$ cat config.mk
export PLATFORM = sky130hd
export DESIGN_NAME = imageSpiTop
export DESIGN_NICKNAME = d
export VERILOG_FILES = /design/src/design/imageSpiPkg.sv /design/src/design/imageSpiCapture.sv /design/src/design/imageSpiDriver.sv /design/src/design/imageSpiSequencer.sv /design/src/design/imageSpiTop.sv
export SDC_FILE = /design/constraint.sdc
export NUM_CORES = 1
export LEC_CHECK = 0
export BUFFER_PORTS_ARGS = -buffer_cell sky130_fd_sc_hd__buf_2
export CELL_PAD_IN_SITES_DETAIL_PLACEMENT = 2
export CELL_PAD_IN_SITES_GLOBAL_PLACEMENT = 2
export CORE_MARGIN = 2
export CORE_UTILIZATION = 32
export DETAILED_ROUTE_END_ITERATION = 8
export PLACE_DENSITY = 0.79
export SYNTH_ARGS = -nofsm -noshare
export SYNTH_HDL_FRONTEND = slang
export SYNTH_SLANG_ARGS = --single-unit
$ cat constraint.sdc
create_clock -name Image_Clk -period 3.2 [get_ports Image_Clk]
set_input_delay 0 -clock Image_Clk [delete_from_list [all_inputs] [get_ports Image_Clk]]
set_output_delay 0 -clock Image_Clk [all_outputs]
set_load 0.05 [all_outputs]
$ cat src/design/imageSpiPkg.sv
`default_nettype none

package imageSpiPkg;

    //////////////////////////////
    // Frame layout
    //////////////////////////////

    // Address bits after the mode bit
    localparam int ADDR_WIDTH = 7;

    // Data bits at the end of each frame
    localparam int DATA_WIDTH = 8;

    // Mode bit, address and data
    localparam int FRAME_SLOTS = 1 + ADDR_WIDTH + DATA_WIDTH;

    // Two register accesses per trigger
    localparam int FRAMES_PER_XFER = 2;

    //////////////////////////////
    // Word types
    //////////////////////////////

    typedef logic [ADDR_WIDTH-1:0] regAddrT;

    typedef logic [DATA_WIDTH-1:0] regDataT;

    // Second read byte sits in the upper half
    typedef logic [2*DATA_WIDTH-1:0] readPairT;

    // Mode bit is the MSB, sent first
    typedef logic [FRAME_SLOTS-1:0] frameWordT;

    typedef logic [$clog2(FRAME_SLOTS)-1:0] slotIndexT;

    //////////////////////////////
    // Sequencer states
    //////////////////////////////

    typedef enum logic [1:0] {
        seqIdle,
        seqShift,
        seqGap
    } seqStateT;

endpackage

`default_nettype wire

$ cat src/design/imageSpiCapture.sv
`timescale 1ns/10ps
`default_nettype none

module imageSpiCapture (
    input wire Image_Clk,
    input wire reset,
    input wire spiOut,
    input wire sampleStrobe,
    input wire frameDone,
    input wire frameSel,
    output imageSpiPkg::regDataT final1,
    output imageSpiPkg::regDataT final2
);
    import imageSpiPkg::*;

    logic strobeD;
    logic doneD;
    logic selD;

    regDataT shiftIn;
    regDataT byteNext;

    //////////////////////////////
    // Strobe alignment
    //////////////////////////////

    // Driver adds one register, so strobes follow it by a cycle
    always_ff @(posedge Image_Clk) begin
        if (reset) begin
            strobeD <= 1'b0;
            doneD <= 1'b0;
            selD <= 1'b0;
        end else begin
            strobeD <= sampleStrobe;
            doneD <= frameDone;
            selD <= frameSel;
        end
    end

    //////////////////////////////
    // Read byte assembly
    //////////////////////////////

    // MSB arrives first
    assign byteNext = {shiftIn[DATA_WIDTH-2:0], spiOut};

    always_ff @(posedge Image_Clk) begin
        if (strobeD) begin
            shiftIn <= byteNext;
        end
    end

    // Last bit goes straight into the result
    always_ff @(posedge Image_Clk) begin
        if (reset) begin
            final1 <= '0;
            final2 <= '0;
        end else if (doneD) begin
            if (selD) begin
                final2 <= byteNext;
            end else begin
                final1 <= byteNext;
            end
        end
    end

endmodule

`default_nettype wire

$ cat src/design/imageSpiDriver.sv
`timescale 1ns/10ps
`default_nettype none

module imageSpiDriver (
    input wire Image_Clk,
    input wire reset,
    input wire busy,
    input wire frameStart,
    input wire slotStart,
    input wire clkHigh,
    input wire imageSpiPkg::frameWordT frameWord,
    output logic spiEn,
    output logic spiClk,
    output logic spiIn
);
    import imageSpiPkg::*;

    frameWordT shiftReg;
    frameWordT shiftNext;

    //////////////////////////////
    // Frame shift register
    //////////////////////////////

    // New word at frame start, otherwise one bit per slot
    always_comb begin
        if (frameStart) begin
            shiftNext = frameWord;
        end else if (slotStart) begin
            shiftNext = {shiftReg[FRAME_SLOTS-2:0], 1'b0};
        end else begin
            shiftNext = shiftReg;
        end
    end

    always_ff @(posedge Image_Clk) begin
        shiftReg <= shiftNext;
    end

    //////////////////////////////
    // Pin registers
    //////////////////////////////

    always_ff @(posedge Image_Clk) begin
        if (reset) begin
            spiEn <= 1'b0;
            spiClk <= 1'b0;
            spiIn <= 1'b0;
        end else begin
            spiEn <= busy;
            spiClk <= clkHigh;
            // Data line parks low outside a transaction
            spiIn <= busy && shiftNext[FRAME_SLOTS-1];
        end
    end

endmodule

`default_nettype wire

$ cat src/design/imageSpiSequencer.sv
`timescale 1ns/10ps
`default_nettype none

module imageSpiSequencer #(
    parameter int halfPeriodCycles = 1
) (
    input wire Image_Clk,
    input wire reset,
    input wire control,
    input wire trigger,
    input wire imageSpiPkg::regAddrT address1,
    input wire imageSpiPkg::regAddrT address2,
    input wire imageSpiPkg::regDataT data1,
    input wire imageSpiPkg::regDataT data2,
    output logic busy,
    output logic frameStart,
    output logic slotStart,
    output logic clkHigh,
    output imageSpiPkg::frameWordT frameWord,
    output logic sampleStrobe,
    output logic frameDone,
    output logic frameSel
);
    import imageSpiPkg::*;

    localparam int phaseWidth = (halfPeriodCycles > 1) ? $clog2(halfPeriodCycles) : 1;
    localparam logic [phaseWidth-1:0] phaseLast = phaseWidth'(halfPeriodCycles - 1);
    localparam slotIndexT slotLast = slotIndexT'(FRAME_SLOTS - 1);
    localparam slotIndexT dataSlotFirst = slotIndexT'(FRAME_SLOTS - DATA_WIDTH);
    localparam logic frameLast = 1'(FRAMES_PER_XFER - 1);

    seqStateT state;
    logic [phaseWidth-1:0] phaseCnt;
    logic phaseHigh;
    slotIndexT slotIdx;
    logic frameIdx;

    logic writeMode;
    regAddrT addrHold1;
    regAddrT addrHold2;
    regDataT dataHold1;
    regDataT dataHold2;

    logic accept;
    logic phaseEnd;
    regAddrT frameAddr;
    regDataT frameData;

    assign accept = (state == seqIdle) && trigger;
    assign phaseEnd = (phaseCnt == phaseLast);

    //////////////////////////////
    // Frame, slot and phase stepping
    //////////////////////////////

    always_ff @(posedge Image_Clk) begin
        if (reset) begin
            state <= seqIdle;
            phaseCnt <= '0;
            phaseHigh <= 1'b0;
            slotIdx <= '0;
            frameIdx <= 1'b0;
        end else begin
            case (state)
                seqIdle: begin
                    if (accept) begin
                        state <= seqShift;
                    end
                end
                seqShift: begin
                    if (phaseEnd) begin
                        phaseCnt <= '0;
                        phaseHigh <= ~phaseHigh;
                        // Slot ends with its high phase
                        if (phaseHigh) begin
                            slotIdx <= slotIdx + 1'b1;
                            if (slotIdx == slotLast) begin
                                frameIdx <= frameIdx + 1'b1;
                                if (frameIdx == frameLast) begin
                                    state <= seqGap;
                                end
                            end
                        end
                    end else begin
                        phaseCnt <= phaseCnt + 1'b1;
                    end
                end
                // One dead cycle keeps the enable low between transactions
                seqGap: begin
                    state <= seqIdle;
                end
                default: begin
                    state <= seqIdle;
                end
            endcase
        end
    end

    // Command is held for the whole transaction
    always_ff @(posedge Image_Clk) begin
        if (accept) begin
            writeMode <= control;
            addrHold1 <= address1;
            addrHold2 <= address2;
            dataHold1 <= data1;
            dataHold2 <= data2;
        end
    end

    //////////////////////////////
    // Stage outputs
    //////////////////////////////

    assign frameAddr = frameIdx ? addrHold2 : addrHold1;
    assign frameData = !writeMode ? '0 : (frameIdx ? dataHold2 : dataHold1);
    assign frameWord = {writeMode, frameAddr, frameData};

    assign busy = (state == seqShift);
    assign clkHigh = phaseHigh;
    assign slotStart = busy && !phaseHigh && (phaseCnt == '0);
    assign frameStart = slotStart && (slotIdx == '0);
    assign frameSel = frameIdx;

    // Last cycle of each high phase in the read byte
    assign sampleStrobe = busy && !writeMode && phaseHigh && phaseEnd
                          && (slotIdx >= dataSlotFirst);
    assign frameDone = sampleStrobe && (slotIdx == slotLast);

endmodule

`default_nettype wire

$ cat src/design/imageSpiTop.sv
`timescale 1ns/10ps
`default_nettype none

module imageSpiTop #(
    parameter int halfPeriodCycles = 1
) (
    input wire Image_Clk,
    input wire reset,
    input wire control,
    input wire trigger,
    input wire imageSpiPkg::regAddrT address1,
    input wire imageSpiPkg::regAddrT address2,
    input wire imageSpiPkg::regDataT data1,
    input wire imageSpiPkg::regDataT data2,
    input wire spiOut,
    output logic spiEn,
    output logic spiClk,
    output logic spiIn,
    output imageSpiPkg::regDataT final1,
    output imageSpiPkg::regDataT final2,
    output imageSpiPkg::readPairT final3
);
    import imageSpiPkg::*;

    logic busy;
    logic frameStart;
    logic slotStart;
    logic clkHigh;
    frameWordT frameWord;
    logic sampleStrobe;
    logic frameDone;
    logic frameSel;

    //////////////////////////////
    // Sequencer
    //////////////////////////////

    imageSpiSequencer #(
        .halfPeriodCycles(halfPeriodCycles)
    ) sequencer_i (
        .Image_Clk(Image_Clk),
        .reset(reset),
        .control(control),
        .trigger(trigger),
        .address1(address1),
        .address2(address2),
        .data1(data1),
        .data2(data2),
        .busy(busy),
        .frameStart(frameStart),
        .slotStart(slotStart),
        .clkHigh(clkHigh),
        .frameWord(frameWord),
        .sampleStrobe(sampleStrobe),
        .frameDone(frameDone),
        .frameSel(frameSel)
    );

    //////////////////////////////
    // Pin driver
    //////////////////////////////

    imageSpiDriver driver_i (
        .Image_Clk(Image_Clk),
        .reset(reset),
        .busy(busy),
        .frameStart(frameStart),
        .slotStart(slotStart),
        .clkHigh(clkHigh),
        .frameWord(frameWord),
        .spiEn(spiEn),
        .spiClk(spiClk),
        .spiIn(spiIn)
    );

    //////////////////////////////
    // Read capture
    //////////////////////////////

    imageSpiCapture capture_i (
        .Image_Clk(Image_Clk),
        .reset(reset),
        .spiOut(spiOut),
        .sampleStrobe(sampleStrobe),
        .frameDone(frameDone),
        .frameSel(frameSel),
        .final1(final1),
        .final2(final2)
    );

    // Second byte on top
    assign final3 = {final2, final1};

endmodule

`default_nettype wire

# Word-level counts from Yosys, hierarchy flattened
# Cells that the tools add are included.
dict set report totals {
  reg_bits 85
  inputBits 35
  out_inout_bits 35
  elab_cells 68
}
dict set report classes {
  addsub 3
  magnitude_cmp 1
  n_eq_ne 7
  n_mux 12
  bitwise_logic 3
  reduce_logical 21
}
# cell n
set op_table {}
lappend op_table {{$mux 16} 2}
lappend op_table {{$mux 8} 2}
lappend op_table {{$logic_and 1x1->1} 10}
lappend op_table {{$mux 2} 5}
lappend op_table {{$ne 2x2->1 const B} 4}
lappend op_table {{$mux 7} 1}
lappend op_table {{$reduce_and 2->1} 3}
lappend op_table {{$reduce_and 5->1} 1}
lappend op_table {{$add 4x1->4 const B} 1}
lappend op_table {{$eq 4x4->1 const B} 1}
lappend op_table {{$ge 4x4->1 const B} 1}
lappend op_table {{$logic_not 4->1} 1}
lappend op_table {{$pmux 2 s2} 1}
lappend op_table {{$reduce_and 4->1} 1}
lappend op_table {{$not 1->1} 3}
lappend op_table {{$reduce_and 3->1} 1}
lappend op_table {{$add 1x1->1 const B} 2}
lappend op_table {{$eq 2x1->1 const B} 1}
lappend op_table {{$logic_not 1->1} 2}
lappend op_table {{$logic_not 2->1} 1}
lappend op_table {{$ne 2x1->1 const B} 1}
lappend op_table {{$reduce_bool 2->1} 1}
lappend op_table {{$mux 1} 1}

# Depth between registers and ports, before layout
dict set report depth {
  depth_word 6
  ltp_mapped 6
  depth_no_buf 5
}

# Modules after synthesis
# Synthesis repeated with hierarchy kept, for this count alone.
dict set report unflattened {
  hier_cells 239
  area_unflattened_um2 3403.3
}
# mod instances cells_each area_per_inst_um2 seq_area_each_um2
set modules_own_cells {}
lappend modules_own_cells {imageSpiSequencer 1 100 1542.7 1091.0}
lappend modules_own_cells {imageSpiCapture 1 74 983.4 590.6}
lappend modules_own_cells {imageSpiDriver 1 49 757.0 530.5}
lappend modules_own_cells {imageSpiTop 1 16 120.1 0.0}

# Least setup slack after synthesis
# OpenSTA, ideal clock, no wires.
dict set report synth_path {
  path_kind {reg2reg}
  start {register sequencer_i.state[0]}
  end {register sequencer_i.addrHold1[0] (enable)}
  setup_time_ns 0.464
  t_arrival_ns 2.662
  required_time_ns 2.736
  path_slack_ns 0.074
  stages_incl_launch_ff 2
  n_path_buf 0
  period_less_slack_ns 3.126
  path_cell_list {dfxtp_1 > nor3b_1}
}
dict set report synth_via {
  elab_chain_len 2
}
# element line_no
set synth_rtl {}
lappend synth_rtl {{start, declared} imageSpiSequencer.sv:32} ;# seqStateT state;
lappend synth_rtl {{start signal, assigned} imageSpiSequencer.sv:58} ;# state <= seqIdle;
lappend synth_rtl {{start signal, assigned} imageSpiSequencer.sv:67} ;# state <= seqShift;
lappend synth_rtl {{start signal, assigned} imageSpiSequencer.sv:80} ;# state <= seqGap;
lappend synth_rtl {{$logic_not 2->1} imageSpiSequencer.sv:49} ;# assign accept = (state == seqIdle) && trigger;
lappend synth_rtl {{$logic_and 1x1->1} imageSpiSequencer.sv:49}
lappend synth_rtl {{via sequencer_i.accept} imageSpiSequencer.sv:44} ;# logic accept;
lappend synth_rtl {{end signal, assigned} imageSpiSequencer.sv:103} ;# addrHold1 <= address1;
lappend synth_rtl {{end, declared} imageSpiSequencer.sv:39} ;# regAddrT addrHold1;
# The timed path passes the listed nets, and every way through them passes these cells.
# A chain may end at the register's enable or synchronous reset.

# Worst setup path in the final report
dict set report layout_path {
  start {register sequencer_i.state[0]}
  end {register driver_i.shiftReg[0] (data pin)}
}
dict set report layout_via {
  elab_chain_len 5
}
# element line_no
set layout_rtl {}
lappend layout_rtl {{$eq 2x1->1} imageSpiSequencer.sv:118} ;# assign busy = (state == seqShift);
lappend layout_rtl {{$logic_and 1x1->1 (2 in a row)} imageSpiSequencer.sv:120} ;# assign slotStart = busy && !phaseHigh && (phaseCnt == '0);
lappend layout_rtl {{$logic_and 1x1->1} imageSpiSequencer.sv:121} ;# assign frameStart = slotStart && (slotIdx == '0);
lappend layout_rtl {{$mux 16} imageSpiDriver.sv:27} ;# if (frameStart) begin
lappend layout_rtl {{via driver_i.shiftNext[0]} imageSpiDriver.sv:19} ;# frameWordT shiftNext;
lappend layout_rtl {{end signal, assigned} imageSpiDriver.sv:37} ;# shiftReg <= shiftNext;
lappend layout_rtl {{end, declared} imageSpiDriver.sv:18} ;# frameWordT shiftReg;
# The timed path passes the listed nets, and every way through them passes these cells.

==> results.toml <==
[cts]
clk_latency_ns = 0.36
numCtsBuffers = 9
cts.sinks = 84
cts_tree = "done"
clockRootBuffer = "clkbuf_8"
path_clk_slew_ns = 0.09
clk_path_buf_depth = 2
htreeDepth = 3
cts_resized = 0

[placement]
dp.cells = 419
io_buffers = 69
place_congestion = 0.732
hpwl_mm = 4.29

[finish]
register_area_um2 = 2210
fin_nets = 367
final_cells = 468
drive_gt1_frac = 0.290
area_delta_synth_final_pct = 26.7
final_util = 0.421
multi_input_area_um2 = 852
nFillCells = 1014
diodes = 0

[floorplanning]
initial_utilization = 0.332
dieArea_um2 = 11000
coreArea_um2 = 9820
die_w_um = 105
io_pins = 70
die-height_um = 105
rows = 36

[synth]
avgSynthCellArea_um2 = 13.4
synth_seq_area_share = 0.678
synth_fp_nets = 280
ys_warn_count = 0
ys_ff_latch = 84
syn-cell-area_um2 = 3260
ys_types = 41
syn_inst = 243

[drt]
vias_per_cell = 4.62
wl_per_cell_um = 15.3
drt-initial-drc-count = 57
vias = 2162
dr.pass1.iters = 4
detail-route-antenna-nets = 0
route.detailed.drc = 0
routed_wl_mm = 7.14

[global_route]
grt_pass1_vias = 2359
track_usage = 0.136
grt_pass1_wl_mm = 11.7
antenna_found_initial = 0
grt_max_degree = 32
grt_overflow = 0

[setup_path]
cp.buffers_inverters = 1
worstPathRequired_ns = 3.38
cp_max_fo = 19
cp_top_family = "simple AND/OR/NAND/NOR gates"
worstSetupPathType = "reg -> reg"
path_cells = "or3b_1, inv_2, nand2_2, nor3b_1"
end_kind = "register"
start_kind = "register"
crit_slowest_cell = "or3b_1"
arrival_ns = 2.24
slowest_delay_ns = 0.60

[min_path]
min_path_type = "in -> reg"

[sta]
rsz0062_at_grt = "no"
tightest_slew_ns = 0.891
final_max_slew_viol_count = 0
setup_tns_ns = 0
fin_crit_ns = 2.07
min_period_over_period = 0.646
slew_headroom = 0.405
setup_viol = 0
fin_skew_ns = 0.0136
hold_viol = 0
max_freq_mhz = 484

[power]
pwr_density_cell_nw_per_um2 = 513
p_leak_nw = 1.59
vdd_ir_drop_max_uv = 278
power.total_mw = 2.12

[job]
maxCapViolCount = 0

[status]
outcome = "finished, final reports clean"
==> path summary, 6_finish.rpt <==
kind | from | to | slack, ns | depth (start not counted)
setup / recovery | sequencer_i.state[0]$_SDFFE_PP0P_ | driver_i.shiftReg[0]$_DFFE_PP_ | 1.13 | 4
hold / removal | reset | capture_i.final1[3]$_SDFFE_PP0P_ | 0.08 | 2
hold reg to reg | capture_i.final2[7]$_SDFFE_PP0P_ | capture_i.final2[7]$_SDFFE_PP0P_ | 0.47 | 2
setup reg to reg | sequencer_i.state[0]$_SDFFE_PP0P_ | driver_i.shiftReg[0]$_DFFE_PP_ | 1.13 | 4
==> logic make-up (layout without fill, tap and decap cells) <==
logic type	after synthesis	in the layout	share of synthesized area
AOI/OAI and AO/OA	28	28	0.0579
muxes	24	24	0.0760
buffers and inverters	32	124	0.0618
and+or+nand+nor	71	71	0.113
adders and majority gates	2	2	0.00767
DFF	84	84	0.678
xor gates and xnor gates	2	2	0.00537
==> through the flow <==
stage	setup slack, ns	instance area, um2	hold slack (ns)
floorplan	0.0739	3260	0.0989
global placement	1.28	3600	0.176
detailed placement	1.20	3600	0.178
CTS	1.10	4130	0.0831
global route	0.900	4130	0.116
finish	1.13	4130	0.0826
==> cell usage after synthesis, drive strengths merged <==
cell type / instances / area (um2)
edfxtp: 53 / 1590
dfxtp: 31 / 621
buf: 22 / 163
nor2: 21 / 86.3
nand2: 19 / 73.8
mux2i: 18 / 180
a21oi: 10 / 50.1
nand3: 10 / 50.1
a211oi: 7 / 52.6
mux2: 6 / 67.6
o2bb2ai: 6 / 52.6
clkbuf: 5 / 20.0
inv: 5 / 18.8
nor3: 4 / 20.0
nor2b: 3 / 18.8
nor3b: 3 / 33.8
ha: 2 / 25.0
o21ai: 2 / 10.0
a21o: 1 / 7.51
nand3b: 1 / 7.51
nand4: 1 / 6.26
nand4b: 1 / 8.76
nor4: 1 / 6.26
nor4b: 1 / 8.76
o211a: 1 / 10.0
o22ai: 1 / 6.26
or2: 1 / 6.26
or2b: 1 / 7.51
or3: 1 / 6.26
or3b: 1 / 8.76
or4: 1 / 7.51
or4bb: 1 / 11.3
xnor2: 1 / 8.76
xor2: 1 / 8.76
==> power by group <==
group	total, mW	leakage (nW)	internal [mW]	switching [mW]
logic	0.135	0.742	0.0642	0.0706
clock network	0.772	0.0899	0.363	0.408
registers	1.21	0.755	1.20	0.0162
total	2.12	1.59	1.63	0.495
==> area by class of cell <==
type / count / area share
repair buffers: 103 / 0.165
clock buffers: 9 / 0.0300
flip-flops and latches: 84 / 0.536
well taps: 133 / 0.0403
multi-input cells: 127 / 0.206
inverters: 5 / 0.00454
clock inverters: 7 / 0.0179
==> placed cells by master, fill, tap and decap left out, types with 2 or more instances in the layout <==
cell type      synthesis  routed
nor2_1                20      20
dfxtp_1               31      31
nor2b_1                3       3
o2bb2ai_1              6       6
mux2i_1               18      18
nand3_1               10      10
edfxtp_1              53      53
mux2_2                 6       6
dlygate4sd3_1          0      33
inv_1                  4       4
nand2_1               18      18
a211oi_1               7       7
o21ai_0                2       2
a21oi_1               10      10
ha_1                   2       2
inv_6                  0       2
clkinvlp_4             0       3
nor3_1                 4       4
clkbuf_8               0       9
buf_2                  4      69
==> worst register-to-register path: cells and delay by family (launching register included) <==
family                 cells  cell delay (ns)
flip-flops                 1             0.45
AND/OR/NAND/NOR            3             1.03
buffers and inverters      1             0.41
==> repair_timing <==
item,in CTS,in global routing
hold buffers,33,0
buffers inserted,0,0
endpoints found under the hold margin,35,0
==> flip-flops by register name (all words and copies together) (netlist names), 2 cells and up <==
register,count
capture_i.final1,8
sequencer_i.addrHold2,7
capture_i.shiftIn,7
sequencer_i.dataHold2,8
sequencer_i.slotIdx,4
sequencer_i.addrHold1,7
capture_i.final2,8
sequencer_i.state,2
driver_i.shiftReg,16
sequencer_i.dataHold1,8
==> per-layer routing <==
metal,wire [um],vias up,global-route usage
met5,0,-,0
met4,116,0,0.0543
met3,332,11,0.0368
met2,3770,63,0.244
met1,2920,1055,0.153
li1,-,1033,-
Power figures use the tool's default switching activity.
